**src/source/video_macros.svh**
```systemverilog
`ifndef VIDEO_MACROS_SVH
`define VIDEO_MACROS_SVH

////////////////////////////////////////////////////////////////////////////
// PAL raster, counted in 14 MHz pixels and in lines
////////////////////////////////////////////////////////////////////////////

// pixels per input line, 1792 sysclk at 28 MHz
`define H_TOTAL 896

// lines per frame
`define V_TOTAL 312

// input hsync width in pixels, starts at hcount 0
`define H_SYNC_LEN 64

// vsync length in whole lines, starts at vcount 0
`define V_SYNC_LEN 3

// visible area, counted from the top left of the raster
`define H_ACTIVE 512
`define V_ACTIVE 256

////////////////////////////////////////////////////////////////////////////
// VGA side, counted in sysclk cycles
////////////////////////////////////////////////////////////////////////////

// output hsync width, 64 of 896 cycles per doubled line
`define VGA_HSYNC_LEN 64

`endif
```
**src/source/timing_pkg.sv**
```systemverilog
package timing_pkg;

   ////////////////////////////////////////////////////////////////////////////
   // raster position and sync level
   ////////////////////////////////////////////////////////////////////////////

   // pixel index inside a line
   // 10 bits cover the 896 pixels of a PAL line
   // also used as line buffer address
   typedef logic [9:0] hcount_t;

   // line index inside a frame
   // 9 bits cover the 312 lines
   // bit 0 picks the line buffer bank
   typedef logic [8:0] vcount_t;

   // level of every sync line while the pulse is on
   // hsync, vsync and csync are all low active, in and out
   localparam logic SYNC_ACTIVE = 1'b0;

endpackage

```
**src/source/video_pkg.sv**
```systemverilog
package video_pkg;

   ////////////////////////////////////////////////////////////////////////////
   // colour data as it leaves the video source
   ////////////////////////////////////////////////////////////////////////////

   // one channel, 8 levels
   // the board DAC takes 6 bits, the top repeats these 3
   typedef logic [2:0] color_t;

   // one pixel, 9 bits in all
   // r sits in the top bits, b in the bottom bits
   // same layout in the line buffer and at the VGA output
   typedef struct packed {
      color_t r;
      color_t g;
      color_t b;
   } pixel_t;

   // black is all zero
   // blanking and reset both use that value

endpackage

```
**src/source/pal_video_gen.sv**
```systemverilog
`timescale 1ns/1ps

`include "video_macros.svh"

module pal_video_gen (
   input  logic                sysclk,
   input  logic                rst_n,
   output logic                clk14en,
   output video_pkg::pixel_t   pixel,
   output timing_pkg::hcount_t hcount,
   output timing_pkg::vcount_t vcount,
   output logic                hsync_n,
   output logic                vsync_n,
   output logic                csync_n
);

   // raster position, steps once per pixel
   timing_pkg::hcount_t hc;
   timing_pkg::vcount_t vc;

   // decoded from hc and vc, registered below
   logic              hs_n;
   logic              vs_n;
   logic              active;
   video_pkg::pixel_t pattern;

   ////////////////////////////////////////////////////////////////////////////
   // pixel enable and raster counters
   ////////////////////////////////////////////////////////////////////////////

   // 28 MHz / 2, high every second cycle
   always_ff @(posedge sysclk or negedge rst_n) begin
      if (!rst_n) begin
         clk14en <= 1'b0;
      end else begin
         clk14en <= ~clk14en;
      end
   end

   // hc wraps after 896 pixels, vc after 312 lines
   always_ff @(posedge sysclk or negedge rst_n) begin
      if (!rst_n) begin
         hc <= '0;
         vc <= '0;
      end else if (clk14en) begin
         if (hc == `H_TOTAL - 1) begin
            hc <= '0;
            if (vc == `V_TOTAL - 1) begin
               vc <= '0;
            end else begin
               vc <= vc + 1'b1;
            end
         end else begin
            hc <= hc + 1'b1;
         end
      end
   end

   ////////////////////////////////////////////////////////////////////////////
   // sync, blanking and test pattern
   ////////////////////////////////////////////////////////////////////////////

   always_comb begin
      // both syncs sit at the start of their period
      hs_n   = (hc < `H_SYNC_LEN) ? timing_pkg::SYNC_ACTIVE : ~timing_pkg::SYNC_ACTIVE;
      vs_n   = (vc < `V_SYNC_LEN) ? timing_pkg::SYNC_ACTIVE : ~timing_pkg::SYNC_ACTIVE;
      active = (hc < `H_ACTIVE) && (vc < `V_ACTIVE);
      // bars of 8 pixels in red, of 64 pixels in blue
      // green steps with every line
      pattern.r = hc[5:3];
      pattern.g = vc[2:0];
      pattern.b = hc[8:6];
   end

   // outputs trail the counters by one sysclk
   // hcount and pixel change together, in a cycle with clk14en high
   always_ff @(posedge sysclk or negedge rst_n) begin
      if (!rst_n) begin
         pixel   <= '0;
         hcount  <= '0;
         vcount  <= '0;
         hsync_n <= ~timing_pkg::SYNC_ACTIVE;
         vsync_n <= ~timing_pkg::SYNC_ACTIVE;
         csync_n <= ~timing_pkg::SYNC_ACTIVE;
      end else begin
         pixel   <= active ? pattern : '0;
         hcount  <= hc;
         vcount  <= vc;
         hsync_n <= hs_n;
         vsync_n <= vs_n;
         // low while either sync is low
         csync_n <= hs_n & vs_n;
      end
   end

endmodule

```
**config.mk**
```make
export PLATFORM = sky130hd
export DESIGN_NAME = pal_video_gen
export DESIGN_NICKNAME = d
export VERILOG_FILES = /design/src/source/timing_pkg.sv /design/src/source/video_pkg.sv /design/src/source/pal_video_gen.sv
export VERILOG_INCLUDE_DIRS = /design/src /design/src/source
export SDC_FILE = /design/constraint.sdc
export NUM_CORES = 1
export LEC_CHECK = 0
export BUFFER_PORTS_ARGS = -buffer_cell sky130_fd_sc_hd__buf_2
export CORE_ASPECT_RATIO = 1.2
export CORE_MARGIN = 1
export CORE_UTILIZATION = 40
export CTS_CLUSTER_SIZE = 10
export DETAILED_ROUTE_END_ITERATION = 12
export GPL_TIMING_DRIVEN = 1
export PLACE_DENSITY = 0.61
export SKIP_CTS_REPAIR_TIMING = 1
export SYNTH_ARGS = -nofsm -noshare
export SYNTH_HDL_FRONTEND = slang
export SYNTH_SLANG_ARGS = --single-unit
```
**constraint.sdc**
```tcl
create_clock -name sysclk -period 1.7 [get_ports sysclk]
set_input_delay 0.085 -clock sysclk [delete_from_list [all_inputs] [get_ports sysclk]]
set_output_delay 0.085 -clock sysclk [all_outputs]
set_load 0.01 [all_outputs]
```
### Word level (Yosys, flattened, before mapping)

Index checks and enable logic that the tools add are counted.

| word-level totals | value |
|---|---|
| bits in registers | 51 |
| input bits | 2 |
| output and inout bits | 32 |
| word-level logic and storage cells | 28 |

| operators by class | value |
|---|---|
| $add $sub $neg | 2 |
| $lt $le $gt $ge | 4 |
| eq/ne operators | 2 |
| muxes and demuxes | 5 |
| bitwise logic cells | 2 |
| reduce and logical (&&, ||, !) cells | 2 |

Operators with widths:

| kind | count |
|---|---|
| 9-bit 2-to-1 mux | 2 |
| 10-bit by 1-bit adder with 10-bit output, second input constant | 1 |
| 10-bit equality test, second input constant | 1 |
| 10-bit < comparator, second input constant | 1 |
| 10-bit by 7-bit < comparator with 1-bit output, second input constant | 1 |
| 10-bit 2-to-1 mux | 1 |
| 9-bit by 1-bit adder with 9-bit output, second input constant | 1 |
| 9-bit equality test, second input constant | 1 |
| 9-bit by 2-bit < comparator with 1-bit output, second input constant | 1 |
| 9-bit < comparator, second input constant | 1 |
| 1-bit 2-to-1 mux | 2 |
| 2-bit AND reduction | 1 |
| 1-bit AND | 1 |
| 1-bit logical AND | 1 |
| 1-bit NOT | 1 |

### Depth between registers and ports, before layout

Gate-level depths: netlist (run 1).

| depth | value |
|---|---|
| word-level depth | 3 |
| mapped depth | 6 |
| gate-level depth less buffers | 5 |

### Worst setup path after synthesis (run 1)

No wires, ideal clock.

| timing | value |
|---|---|
| kind | register -> register |
| start | register hc[0] |
| end | register hc[3] |
| library setup time | 0.121 ns |
| arrival time | 1.437 ns |
| required time | 1.579 ns |
| path slack | 0.142 ns |
| cell stages (with the launch flop) | 6 |
| path buffers | 0 |
| period minus slack after synthesis | 1.558 ns |
| cells stage by stage | dfrtp_1 -> ha_1 -> inv_1 -> nor4_1 -> o21ai_0 -> a22o_1 |

| between the ends | value |
|---|---|
| cells in the longest elaborated chain, start to end | 2 |
| elaborated cells between the ends (all ways) | 3 |
| classes of those cells | 1 x add/sub; 1 x eq/ne; 1 x mux |

Ends and longest elaborated chain:

| item | line | RTL |
|---|---|---|
| from (decl) | pal_video_gen.sv:18 | `timing_pkg::hcount_t hc;` |
| from (signal assigned) | pal_video_gen.sv:54 | `hc <= hc + 1'b1;` |
| 10-bit by 1-bit adder with 10-bit output or 10-bit equality test (tied branches) | pal_video_gen.sv:54, pal_video_gen.sv:46 |  |
| 10-bit 2-to-1 mux * | pal_video_gen.sv:46 | `` if (hc == `H_TOTAL - 1) begin `` |

Every way passes the cells marked *; elsewhere a longest branch is shown, timed or not.
A chain may end at the register's enable or synchronous reset.

### Final worst setup path (run 1)

| timing | value |
|---|---|
| start | register hc[2] |
| end | register vc[5] |

| between the ends | value |
|---|---|
| cells in the longest elaborated chain, start to end | 2 |

Ends and longest elaborated chain:

| item | line | RTL |
|---|---|---|
| 10-bit equality test | pal_video_gen.sv:46 |  |
| 2-bit AND reduction (no source line) | -- |  |
| to (signal assigned) | pal_video_gen.sv:51 | `vc <= vc + 1'b1;` |
| to (decl) | pal_video_gen.sv:19 | `timing_pkg::vcount_t vc;` |

Every way passes these cells.

==> key figures, run 1 <==
Yosys
  – Synth area leaders: dfrtp_1 (63%), dfstp_2 (4.2%), xnor2_1 (3.7%)
  – Syn avg cell area: 12.71 µm²
  – Top cells by count, synth: dfrtp_1 (48), nand2_1 (10), nor2_1 (9)
  – Yosys warnings: 0
  – Synth Register Bits: 51
  – Seq/Total Area, Yosys: 0.6757
  – Synth cell types: 35
  – Post-synth EDFFs: 0
  – Synth Instances: 149
  – Synth top area share: 0.6341
  – Syn nets: 153
  – Top_reg_cell synth: dfrtp_1
  – Fraction of registers with async set/reset: 1.000
  – Netlist Area Pre-Place: 1894 µm²
  – Cell taking the most area after synthesis: dfrtp_1
  – Top-count cell post-synth: dfrtp_1

Detailed routing
  – Final ANT Viol Nets: 0
  – Initial DRC Count: 47
  – Routed wire length: 3487 µm
  – Drc violations: 4
  – DR vias/cell: 5.031
  – Routed length per instance: 13.41 µm
  – First-pass iteration count of the detailed router: 8
  – Total number of vias: 1308

Finish
  – Nets: 205
  – Post-route cell area: 2361 µm²
  – P&R area growth vs syn: 24.64%
  – Layout cells sized above 1: 0.3267
  – Antenna cell count: 0

Worst setup path
  – WP data arrival: 1.81 ns
  – Setup slack on the worst flop-to-flop path: 0.11 ns
  – Worst r2r path cells: 4
  – R2r startpoint: hc[2]
  – R2r endpoint: vc[5]
  – Critical Path RT: 1.92 ns
  – CP Launch Type: flop
  – Worst Path Max Fanout: 7
  – Setup CP Type: flop to flop
  – Worst Setup End Kind: flop

Flow run
  – Max-Cap Viols: 0

Floorplan
  – Initial core utilization: 0.4154
  – Die height: 77.39 µm
  – # rows: 27
  – Ports: 34
  – Chip width: 64.82 µm
  – Die area: 5016 µm²
  – Core Footprint: 4561 µm²

Place
  – Hpwl dp: 2445 µm
  – Routability cong.: 0.8465
  – PortBufs: 33
  – Placed Instance Area: 2191 µm²

STA
  – RSZ-0062 raised after global routing: false
  – Tcrit/Tclk final: 0.9324
  – Final Hold Viols: 0
  – Min Hold Slack: 0.2195 ns
  – Slew @ Worst Pin: 0.4106 ns
  – Setup TNS: 0 ns
  – Clk_skew: 0.009053 ns
  – Fin crit period: 1.585 ns
  – Max Slew Vio Count: 0
  – Max Clk Rate: 630.9 MHz
  – Setup Viol. Count Final: 0
  – Slew HR: 0.7253

Clock network
  – CTS tree: done
  – Total CTS buffers: 5
  – H-tree levels: 2
  – Clk slew on worst S/H paths: 0.09 ns
  – Clk buf depth: 2
  – Clock net sink count: 51
  – Root buffer cell: clkbuf_8
  – Clock latency at the later pin of the worst-skew pair: 0.30 ns

Global route
  – Number of global-route vias before repair: 1250
  – Antenna violations before repair: 0
  – Total Routing Usage GR: 0.1596
  – Largest net degree at the start of global routing: 20
  – Grt ovf: 0
  – First-pass GRT wire length: 6030 µm

Power
  – Combinational Power Share: 0.013
  – Peak supply drop: 0.5329 mV
  – Pwr dens: 933.0 nW/µm²
  – Part of the power in registers: 0.550
  – Net Sw Frac: 0.1805
  – P_leak: 1.195 nW
  – Internal power: 0.001805 W
  – Sw Pwr: 0.0003975 W
  – Clk pwr share: 0.437

Min path
  – Hold/Removal Path Class: primary input to asynchronous set/reset pin

Run status
  – Outcome: complete, but fails checks
  – Failing checks: DRC
## cell usage in the layout (no fill, tap or decap), drive strengths merged
master	synthesis	layout
nor2	9	9
nor3b	1	1
buf	5	48
or3	2	2
o21bai	1	1
xnor2	8	8
and2	8	8
nand3	7	7
bufinv	0	2
nand2b	2	2
o2111ai	1	1
o21ai	6	6
o2bb2ai	1	1
a21oi	3	3
mux2i	2	2
o211ai	1	1
nand4	6	6
dfrtp	48	48
a22o	2	2
or4	1	1
clkdlybuf4s15	0	1
dlygate4sd3	0	1
and3	3	3
ha	2	2
clkbuf	0	6
nand2	10	10
inv	6	6
mux2	1	1
a31oi	2	2
nor3	5	5
nor4	3	3
dfstp	3	3
## power by group through the flow
stage / sequential [W] / combinational (W) / clock, W
6_report: 0.00121 / 0.0000282 / 0.000962
5_1_grt: 0.00121 / 0.0000337 / 0.00104
4_1_cts: 0.00121 / 0.0000286 / 0.000993
3_5_place_dp: 0.00124 / 0.0000287 / 0
3_3_place_gp: 0.00124 / 0.0000274 / 0
2_1_floorplan: 0.00124 / 0.000000000238 / 0
## registers in the layout, summed over array words and instances (netlist names)
register	cells
clk14en	1
csync_n	1
hc	10
hcount	10
hsync_n	1
pixel	9
vc	9
vcount	9
vsync_n	1
## worst max-delay path by stage
stage | from | end | slack (ns) | cells after the start
floorplan | hc[0] | hc[3] | 0.14 | 5
global placement | hc[3] | vc[5] | 0.14 | 4
detailed placement | hc[3] | vc[5] | 0.11 | 4
CTS | hc[3] | vc[5] | 0.07 | 4
global route | hc[1] | hc[8] | 0.004 | 5
finish | hc[2] | vc[5] | 0.11 | 4
## layout make-up
cell class | count | area, µm²
clock buffer | 6 | 72.57
clock inverter | 2 | 60.06
fill | 412 | 2200
inverter | 6 | 22.52
multi-input combinational | 87 | 553.0
sequential | 51 | 1281
tap | 58 | 72.57
timing repair buffer | 50 | 299.0
## through the flow
stage | total power [W] | utilization | worst slack, ns | instances
after detailed placement | 0.001265 | 0.4804 | 0.1081 | 248
after global routing | 0.002284 | 0.5177 | 0.003991 | 260
after CTS | 0.002233 | 0.5095 | 0.07172 | 256
final | 0.002203 | 0.5177 | 0.1149 | 260
after global placement | 0.001264 | 0.4804 | 0.1440 | 248
after floorplan | 0.001237 | - | 0.1416 | 149
## critical path, cell delays in order (launching register included)
cell and delay, ns:
dfrtp_1 0.41, nand3_2 0.17, or4_4 0.55, or3_1 0.31, o21ai_1 0.08
## cell families (layout without fill, tap and decap cells)
kind of cell / after synthesis / in the layout / share of synthesized area
buf+inv: 11 / 64 / 0.03236
mux: 3 / 3 / 0.01651
simple gates: 57 / 57 / 0.1684
xor+xnor: 8 / 8 / 0.03699
fa+ha+maj: 2 / 2 / 0.01321
flops: 51 / 51 / 0.6757
compound gates: 17 / 17 / 0.05680
## layer usage
layer	vias up	GRT usage	part of all wire	wire [µm]
met2	34	0.2479	0.50	1745
met3	7	0.03971	0.044	152
met4	0	0.07333	0.020	68
met1	654	0.2080	0.44	1521
met5	-	0	0	0
li1	613	-	-	-
Note: power is estimated with default switching activity, not from simulation.
==> inputs of run 2 (changes only) <==
--- a/config.mk
+++ b/config.mk
@@ -6,6 +6,7 @@
 export SDC_FILE = /design/constraint.sdc
 export NUM_CORES = 1
 export LEC_CHECK = 0
+export ABC_AREA = 1
 export BUFFER_PORTS_ARGS = -buffer_cell sky130_fd_sc_hd__buf_2
 export CORE_ASPECT_RATIO = 1.2
 export CORE_MARGIN = 1
@@ -13,7 +14,7 @@
 export CTS_CLUSTER_SIZE = 10
 export DETAILED_ROUTE_END_ITERATION = 12
 export GPL_TIMING_DRIVEN = 1
-export PLACE_DENSITY = 0.61
+export PLACE_DENSITY = 0.6
 export SKIP_CTS_REPAIR_TIMING = 1
 export SYNTH_ARGS = -nofsm -noshare
 export SYNTH_HDL_FRONTEND = slang
==> key figures, run 2 <==
Global route
  – Total Routing Usage GR: 0.1538 (was 0.1596)
  – Grt ovf: 0 (unchanged)
  – Largest net degree at the start of global routing: 52 (was 20)
  – First-pass GRT wire length: 5989 µm (was 6030 µm)
  – Number of global-route vias before repair: 1291 (was 1250)
  – Antenna violations before repair: 0 (unchanged)

Worst setup path
  – Worst Setup EP: vc[0] (was vc[5])
  – Critical Path RT: 1.94 ns (was 1.92 ns)
  – CP dominant cell by count: nand2_1
  – Worst Setup End Kind: flop (unchanged)
  – R2r endpoint: vc[0] (was vc[5])
  – WP data arrival: 1.72 ns (was 1.81 ns)
  – Setup slack on the worst flop-to-flop path: 0.22 ns (was 0.11 ns)
  – Crit path from: hc[0] (was hc[2])
  – Setup CP Type: flop to flop (unchanged)
  – R2r startpoint: hc[0] (was hc[2])
  – Crit path cell chain: ha_1 > inv_1 > nor2_2 > nand4_4 > nor2_4 > nand2_1 > nand2_1 (was nand3_2 > or4_4 > or3_1 > o21ai_1)
  – Worst Path Max Fanout: 15 (was 7)
  – CP Launch Type: flop (unchanged)
  – Slowest cell delay on critical path: 0.41 ns (was 0.55 ns)
  – Worst r2r path cells: 7 (was 4)
  – Slowest library cell on the worst path: dfrtp_1 (was or4_4)

Yosys
  – Seq/Total Area, Yosys: 0.6374 (was 0.6757)
  – Synth Instances: 205 (was 149)
  – Yosys warnings: 0 (unchanged)
  – Fraction of registers with async set/reset: 1.000 (unchanged)
  – Synth area leaders: dfrtp_1 (60%), nand2_1 (10%), nor2_1 (5.6%) (was dfrtp_1 (63%), dfstp_2 (4.2%), xnor2_1 (3.7%))
  – Syn avg cell area: 9.796 µm² (was 12.71 µm²)
  – Top_reg_cell synth: dfrtp_1 (unchanged)
  – Top-count cell post-synth: nand2_1 (was dfrtp_1)
  – Top cells by count, synth: nand2_1 (56), dfrtp_1 (48), nor2_1 (30) (was dfrtp_1 (48), nand2_1 (10), nor2_1 (9))
  – Netlist Area Pre-Place: 2008 µm² (was 1894 µm²)
  – Synth Register Bits: 51 (unchanged)
  – Cell taking the most area after synthesis: dfrtp_1 (unchanged)
  – Synth cell types: 24 (was 35)
  – Synth top area share: 0.5981 (was 0.6341)
  – Post-synth EDFFs: 0 (unchanged)
  – Syn nets: 209 (was 153)

STA
  – Fin crit period: 1.480 ns (was 1.585 ns)
  – Setup Viol. Count Final: 0 (unchanged)
  – Setup TNS: 0 ns (unchanged)
  – Max Slew Vio Count: 0 (unchanged)
  – Tcrit/Tclk final: 0.8708 (was 0.9324)
  – Max Clk Rate: 675.5 MHz (was 630.9 MHz)
  – Final Hold Viols: 0 (unchanged)
  – Slew HR: 0.7955 (was 0.7253)
  – RSZ-0062 raised after global routing: false (unchanged)
  – Slew @ Worst Pin: 0.3060 ns (was 0.4106 ns)
  – Clk_skew: 0.006457 ns (was 0.009053 ns)

Detailed routing
  – Routed wire length: 3400 µm (was 3487 µm)
  – Drc violations: 0 (was 4)
  – Total number of vias: 1384 (was 1308)
  – First-pass iteration count of the detailed router: 4 (was 8)
  – DR vias/cell: 4.523 (was 5.031)
  – Routed length per instance: 11.11 µm (was 13.41 µm)
  – Final ANT Viol Nets: 0 (unchanged)
  – Initial DRC Count: 110 (was 47)

Power
  – P_leak: 1.332 nW (was 1.195 nW)
  – Tot Pwr: 0.002102 W (was 0.002203 W)
  – Peak supply drop: 0.3775 mV (was 0.5329 mV)
  – Pwr dens: 878.7 nW/µm² (was 933.0 nW/µm²)

Finish
  – Commonest non-fill, non-tap cell in the layout: nand2_1 (was dfrtp_1)
  – Post-route cell area: 2392 µm² (was 2361 µm²)
  – Layout cells sized above 1: 0.2339 (was 0.3267)
  – Fillcell total: 452 (was 412)
  – Nets: 251 (was 205)
  – Antenna cell count: 0 (unchanged)
  – Most frequent cells in the layout: nand2_1 (56), dfrtp_1 (48), buf_2 (33) (was dfrtp_1 (47), buf_2 (33), buf_4 (15))
  – Biggest regs: hc (10), hcount (10) (unchanged)
  – P&R area growth vs syn: 19.13% (was 24.64%)

Floorplan
  – # rows: 27 (unchanged)
  – Initial core utilization: 0.4277 (was 0.4154)
  – Die height: 79.62 µm (was 77.39 µm)
  – Die area: 5309 µm² (was 5016 µm²)
  – Chip width: 66.68 µm (was 64.82 µm)
  – Ports: 34 (unchanged)
  – Core Footprint: 4696 µm² (was 4561 µm²)

Place
  – PortBufs: 33 (unchanged)
  – Placed Instance Area: 2265 µm² (was 2191 µm²)
  – Hpwl dp: 2305 µm (was 2445 µm)
  – Routability cong.: 0.8823 (was 0.8465)

Run status
  – Outcome: finished, final reports clean (was complete, but fails checks)

Clock network
  – Total CTS buffers: 5 (unchanged)
  – Root buffer cell: clkbuf_8 (unchanged)
  – Clk slew on worst S/H paths: 0.09 ns (about the same)
  – Clock latency at the later pin of the worst-skew pair: 0.30 ns (about the same)
  – H-tree levels: 2 (unchanged)
  – CTS tree: done (unchanged)
  – Clk buf depth: 2 (unchanged)
  – Clock net sink count: 51 (unchanged)

Flow run
  – Max-Cap Viols: 0 (unchanged)

Min path
  – Hold/Removal Path Class: primary input to asynchronous set/reset pin (unchanged)
run 2: worst min-delay path by stage:
| stage | to | startpoint | slack (ns) |
|---|---|---|---|
| 2_1_floorplan | clk14en | rst_n | -0.21 |
| 3_3_place_gp | hc[2] | rst_n | 0.09 |
| 3_5_place_dp | hc[2] | rst_n | 0.1 |
| 4_1_cts | vcount[6] | rst_n | -0.24 |
| 5_1_grt | pixel[6] | rst_n | 0.30 |
| 6_report | hc[2] | rst_n | 0.29 |
run 2: power breakdown:
part,internal (W),total (W),leakage (nW),switching (W)
logic,0.00000719,0.0000303,0.604,0.0000231
registers,0.00121,0.00121,0.666,0
clock network,0.000476,0.000860,0.0612,0.000383
run 2: per-layer routing:
metal  routed length, µm  vias up  track usage
met1                1559      634       0.2102
li1                    -      704            -
met2                1561       40       0.2242
met3                 206        6      0.03857
met4                  72        0      0.07660
met5                   0        -            0
run 2: layout make-up:
| class | instances | area (µm²) | share of cell area |
|---|---|---|---|
| Clock buffer | 6 | 82.58 | 0.03452 |
| Clock inverter | 2 | 35.03 | 0.01464 |
| Inverter | 27 | 101.3 | 0.04236 |
| Multi-Input combinational cell | 125 | 610.6 | 0.2552 |
| Sequential cell | 51 | 1280 | 0.5350 |
| Tap cell | 58 | 72.57 | 0.03033 |
| Timing Repair Buffer | 37 | 210.2 | 0.08787 |
run 2: cells by family after synthesis:
family | share of synthesized area
adder cells (fa/ha/maj) | 0.01246
AND/OR/NAND/NOR | 0.2393
flip-flops | 0.6374
XOR/XNOR | 0.03053
buffers and inverters | 0.05857
AO/OA/AOI/OAI | 0.02181
run 2: critical path, delay by kind of cell (launching register included):
kind | cells | cell delay [ns]
adder cells (fa/ha/maj) | 1 | 0.20
flip-flops | 1 | 0.41
AND/OR/NAND/NOR | 5 | 0.73
buffers and inverters | 1 | 0.07
run 2: per-stage QoR:
stage / util / hold WS [ns] / worst slack, ns / instances
6_report: 0.5095 / 0.2903 / 0.2197 / 306
5_1_grt: 0.5095 / 0.3000 / 0.02336 / 306
4_1_cts: 0.5073 / -0.2407 / 0.1924 / 305
3_5_place_dp: 0.4823 / 0.09566 / 0.2213 / 297
3_3_place_gp: 0.4823 / 0.09054 / 0.2533 / 297
2_1_floorplan: - / -0.2106 / 0.3976 / 205
==> inputs of run 3 (changes only) <==
--- a/config.mk
+++ b/config.mk
@@ -7,6 +7,7 @@
 export NUM_CORES = 1
 export LEC_CHECK = 0
 export ABC_AREA = 1
+export ABC_CLOCK_PERIOD_IN_PS = 1300
 export BUFFER_PORTS_ARGS = -buffer_cell sky130_fd_sc_hd__buf_2
 export CORE_ASPECT_RATIO = 1.2
 export CORE_MARGIN = 1
==> constraint.sdc (replaced) <==
create_clock -name sysclk -period 1.3 [get_ports sysclk]
set_input_delay 0.065 -clock sysclk [delete_from_list [all_inputs] [get_ports sysclk]]
set_output_delay 0.065 -clock sysclk [all_outputs]
set_load 0.01 [all_outputs]
==> key figures, run 3 (synthesized netlist as in run 2, its figures left out) <==
Run status
  – Outcome: finished, final reports clean (unchanged)

Finish
  – Antenna cell count: 0 (unchanged)
  – Nets: 272 (was 251)
  – Commonest non-fill, non-tap cell in the layout: nand2_1 (unchanged)
  – P&R area growth vs syn: 28.91% (was 19.13%)
  – Most frequent cells in the layout: nand2_1 (56), dfrtp_1 (47), buf_2 (33) (was nand2_1 (56), dfrtp_1 (48), buf_2 (33))
  – Layout cells sized above 1: 0.3271 (was 0.2339)
  – Post-Route Utilization: 0.5513 (was 0.5095)
  – Biggest regs: hc (10), hcount (10) (unchanged)

Detailed routing
  – Routed wire length: 3738 µm (was 3400 µm)
  – Max Used Layer: met4 (unchanged)
  – DR vias/cell: 4.575 (was 4.523)
  – Final ANT Viol Nets: 0 (unchanged)
  – Total number of vias: 1496 (was 1384)
  – Routed length per instance: 11.43 µm (was 11.11 µm)
  – Met3 routed WL: 132 µm (was 206 µm)
  – Initial DRC Count: 87 (was 110)
  – Met1 WL: 1713 µm (was 1559 µm)
  – Drc violations: 0 (unchanged)
  – Met2 wire length: 1819 µm (was 1561 µm)
  – First-pass iteration count of the detailed router: 4 (unchanged)

Worst setup path
  – Setup CP Type: flop to flop (unchanged)
  – CP Launch Type: flop (unchanged)
  – R2r startpoint: hc[0] (unchanged)
  – Crit path from: hc[0] (unchanged)
  – Slowest library cell on the worst path: dfrtp_1 (unchanged)
  – WP data arrival: 1.51 ns (was 1.72 ns)
  – Setup slack on the worst flop-to-flop path: 0.04 ns (was 0.22 ns)
  – Slowest cell delay on critical path: 0.36 ns (was 0.41 ns)
  – Worst r2r path cells: 7 (unchanged)
  – Crit path cell chain: ha_2 > inv_2 > nor2_4 > nand4_4 > nor2_4 > nand2_1 > nand2_1 (was ha_1 > inv_1 > nor2_2 > nand4_4 > nor2_4 > nand2_1 > nand2_1)
  – Worst Setup End Kind: flop (unchanged)
  – R2r endpoint: vc[8] (was vc[0])
  – Worst Setup EP: vc[8] (was vc[0])
  – Worst Path Max Fanout: 8 (was 15)
  – Critical Path RT: 1.55 ns (was 1.94 ns)

STA
  – Slew @ Worst Pin: 0.3604 ns (was 0.3060 ns)
  – Final Hold Viols: 0 (unchanged)
  – Tcrit/Tclk final: 0.9704 (was 0.8708)
  – Fin crit period: 1.262 ns (was 1.480 ns)
  – RSZ-0062 raised after global routing: true (was false)
  – Max Clk Rate: 792.7 MHz (was 675.5 MHz)
  – Slew HR: 0.7597 (was 0.7955)
  – Clk_skew: 0.008111 ns (was 0.006457 ns)
  – Setup Viol. Count Final: 0 (unchanged)
  – Min Hold Slack: 0.1982 ns (was 0.2903 ns)
  – Setup ws final: 0.03845 ns (was 0.2197 ns)
  – Max Slew Vio Count: 0 (unchanged)
  – Setup TNS: 0 ns (unchanged)

Floorplan
  – Die area: 5309 µm² (unchanged)
  – # rows: 27 (unchanged)
  – Core Footprint: 4696 µm² (unchanged)
  – Chip width: 66.68 µm (unchanged)
  – Initial core utilization: 0.4277 (unchanged)
  – Die height: 79.62 µm (unchanged)
  – Ports: 34 (unchanged)

Min path
  – Hold/Removal Path Class: primary input to asynchronous set/reset pin (unchanged)

Clock network
  – Clock net sink count: 51 (unchanged)
  – Root buffer cell: clkbuf_8 (unchanged)
  – H-tree levels: 2 (unchanged)
  – Clk slew on worst S/H paths: 0.09 ns (about the same)
  – Clk buf depth: 2 (unchanged)
  – Total CTS buffers: 5 (unchanged)
  – Clock latency at the later pin of the worst-skew pair: 0.31 ns (was 0.30 ns)
  – CTS tree: done (unchanged)

Global route
  – Number of global-route vias before repair: 1369 (was 1291)
  – Largest net degree at the start of global routing: 38 (was 52)
  – Grt ovf: 0 (unchanged)
  – Total Routing Usage GR: 0.1606 (was 0.1538)
  – Antenna violations before repair: 0 (unchanged)
  – First-pass GRT wire length: 6189 µm (was 5989 µm)

Power
  – Pwr dens: 997.8 nW/µm² (was 878.7 nW/µm²)
  – P_leak: 1.409 nW (was 1.332 nW)
  – Peak supply drop: 0.5010 mV (was 0.3775 mV)

Place
  – Hpwl dp: 2625 µm (was 2305 µm)
  – Dpl ws: -0.07024 ns (was 0.2213 ns)
  – PortBufs: 33 (unchanged)
  – Routability cong.: 0.8359 (was 0.8823)

Flow run
  – Max-Cap Viols: 0 (unchanged)
[run 3: layout make-up]
cell class	count	area, µm²
multi-input cells	126	674.4
clock buffers	6	82.58
clock inverters	2	16.27
fillers	423	2107
well taps	58	72.57
flip-flops and latches	51	1281
repair buffers	57	360.3
inverters	27	101.3
[run 3: report_power, final]
group | switching [W] | total (W) | internal, W
registers | 0 | 0.00159 | 0.00159
logic | 0.0000300 | 0.0000391 | 0.00000911
clock network | 0.000524 | 0.000959 | 0.000435
[run 3: worst max-delay path, delay by kind of cell, from the launching register on]
family	cells	cell delay, ns
adders and majority gates	1	0.19
buffers and inverters	1	0.05
and+or+nand+nor	5	0.60
DFF	1	0.36
[run 3: routing by layer]
metal | GRT usage | up-vias
li1 | - | 752
met1 | 0.2007 | 712
met2 | 0.2515 | 26
met3 | 0.04857 | 6
met4 | 0.07447 | 0
met5 | 0 | -
[run 3: worst min path at each step]
stage | start | to | slack (ns) | cells past startpoint
floorplan | rst_n | clk14en | -0.23 | 0
global placement | rst_n | hcount[1] | -0.007 | 1
detailed placement | rst_n | hcount[1] | -0.002 | 1
CTS | rst_n | hcount[1] | -0.34 | 1
global route | rst_n | hcount[1] | 0.24 | 2
finish | rst_n | hcount[1] | 0.20 | 2
[run 3: stage by stage]
step | instance area [µm²] | total power, W | std cells
2_1_floorplan | 2008 | 0.001617 | 205
3_3_place_gp | 2392 | 0.001656 | 314
3_5_place_dp | 2392 | 0.001657 | 314
4_1_cts | 2491 | 0.002614 | 322
5_1_grt | 2589 | 0.002685 | 327
6_report | 2589 | 0.002583 | 327
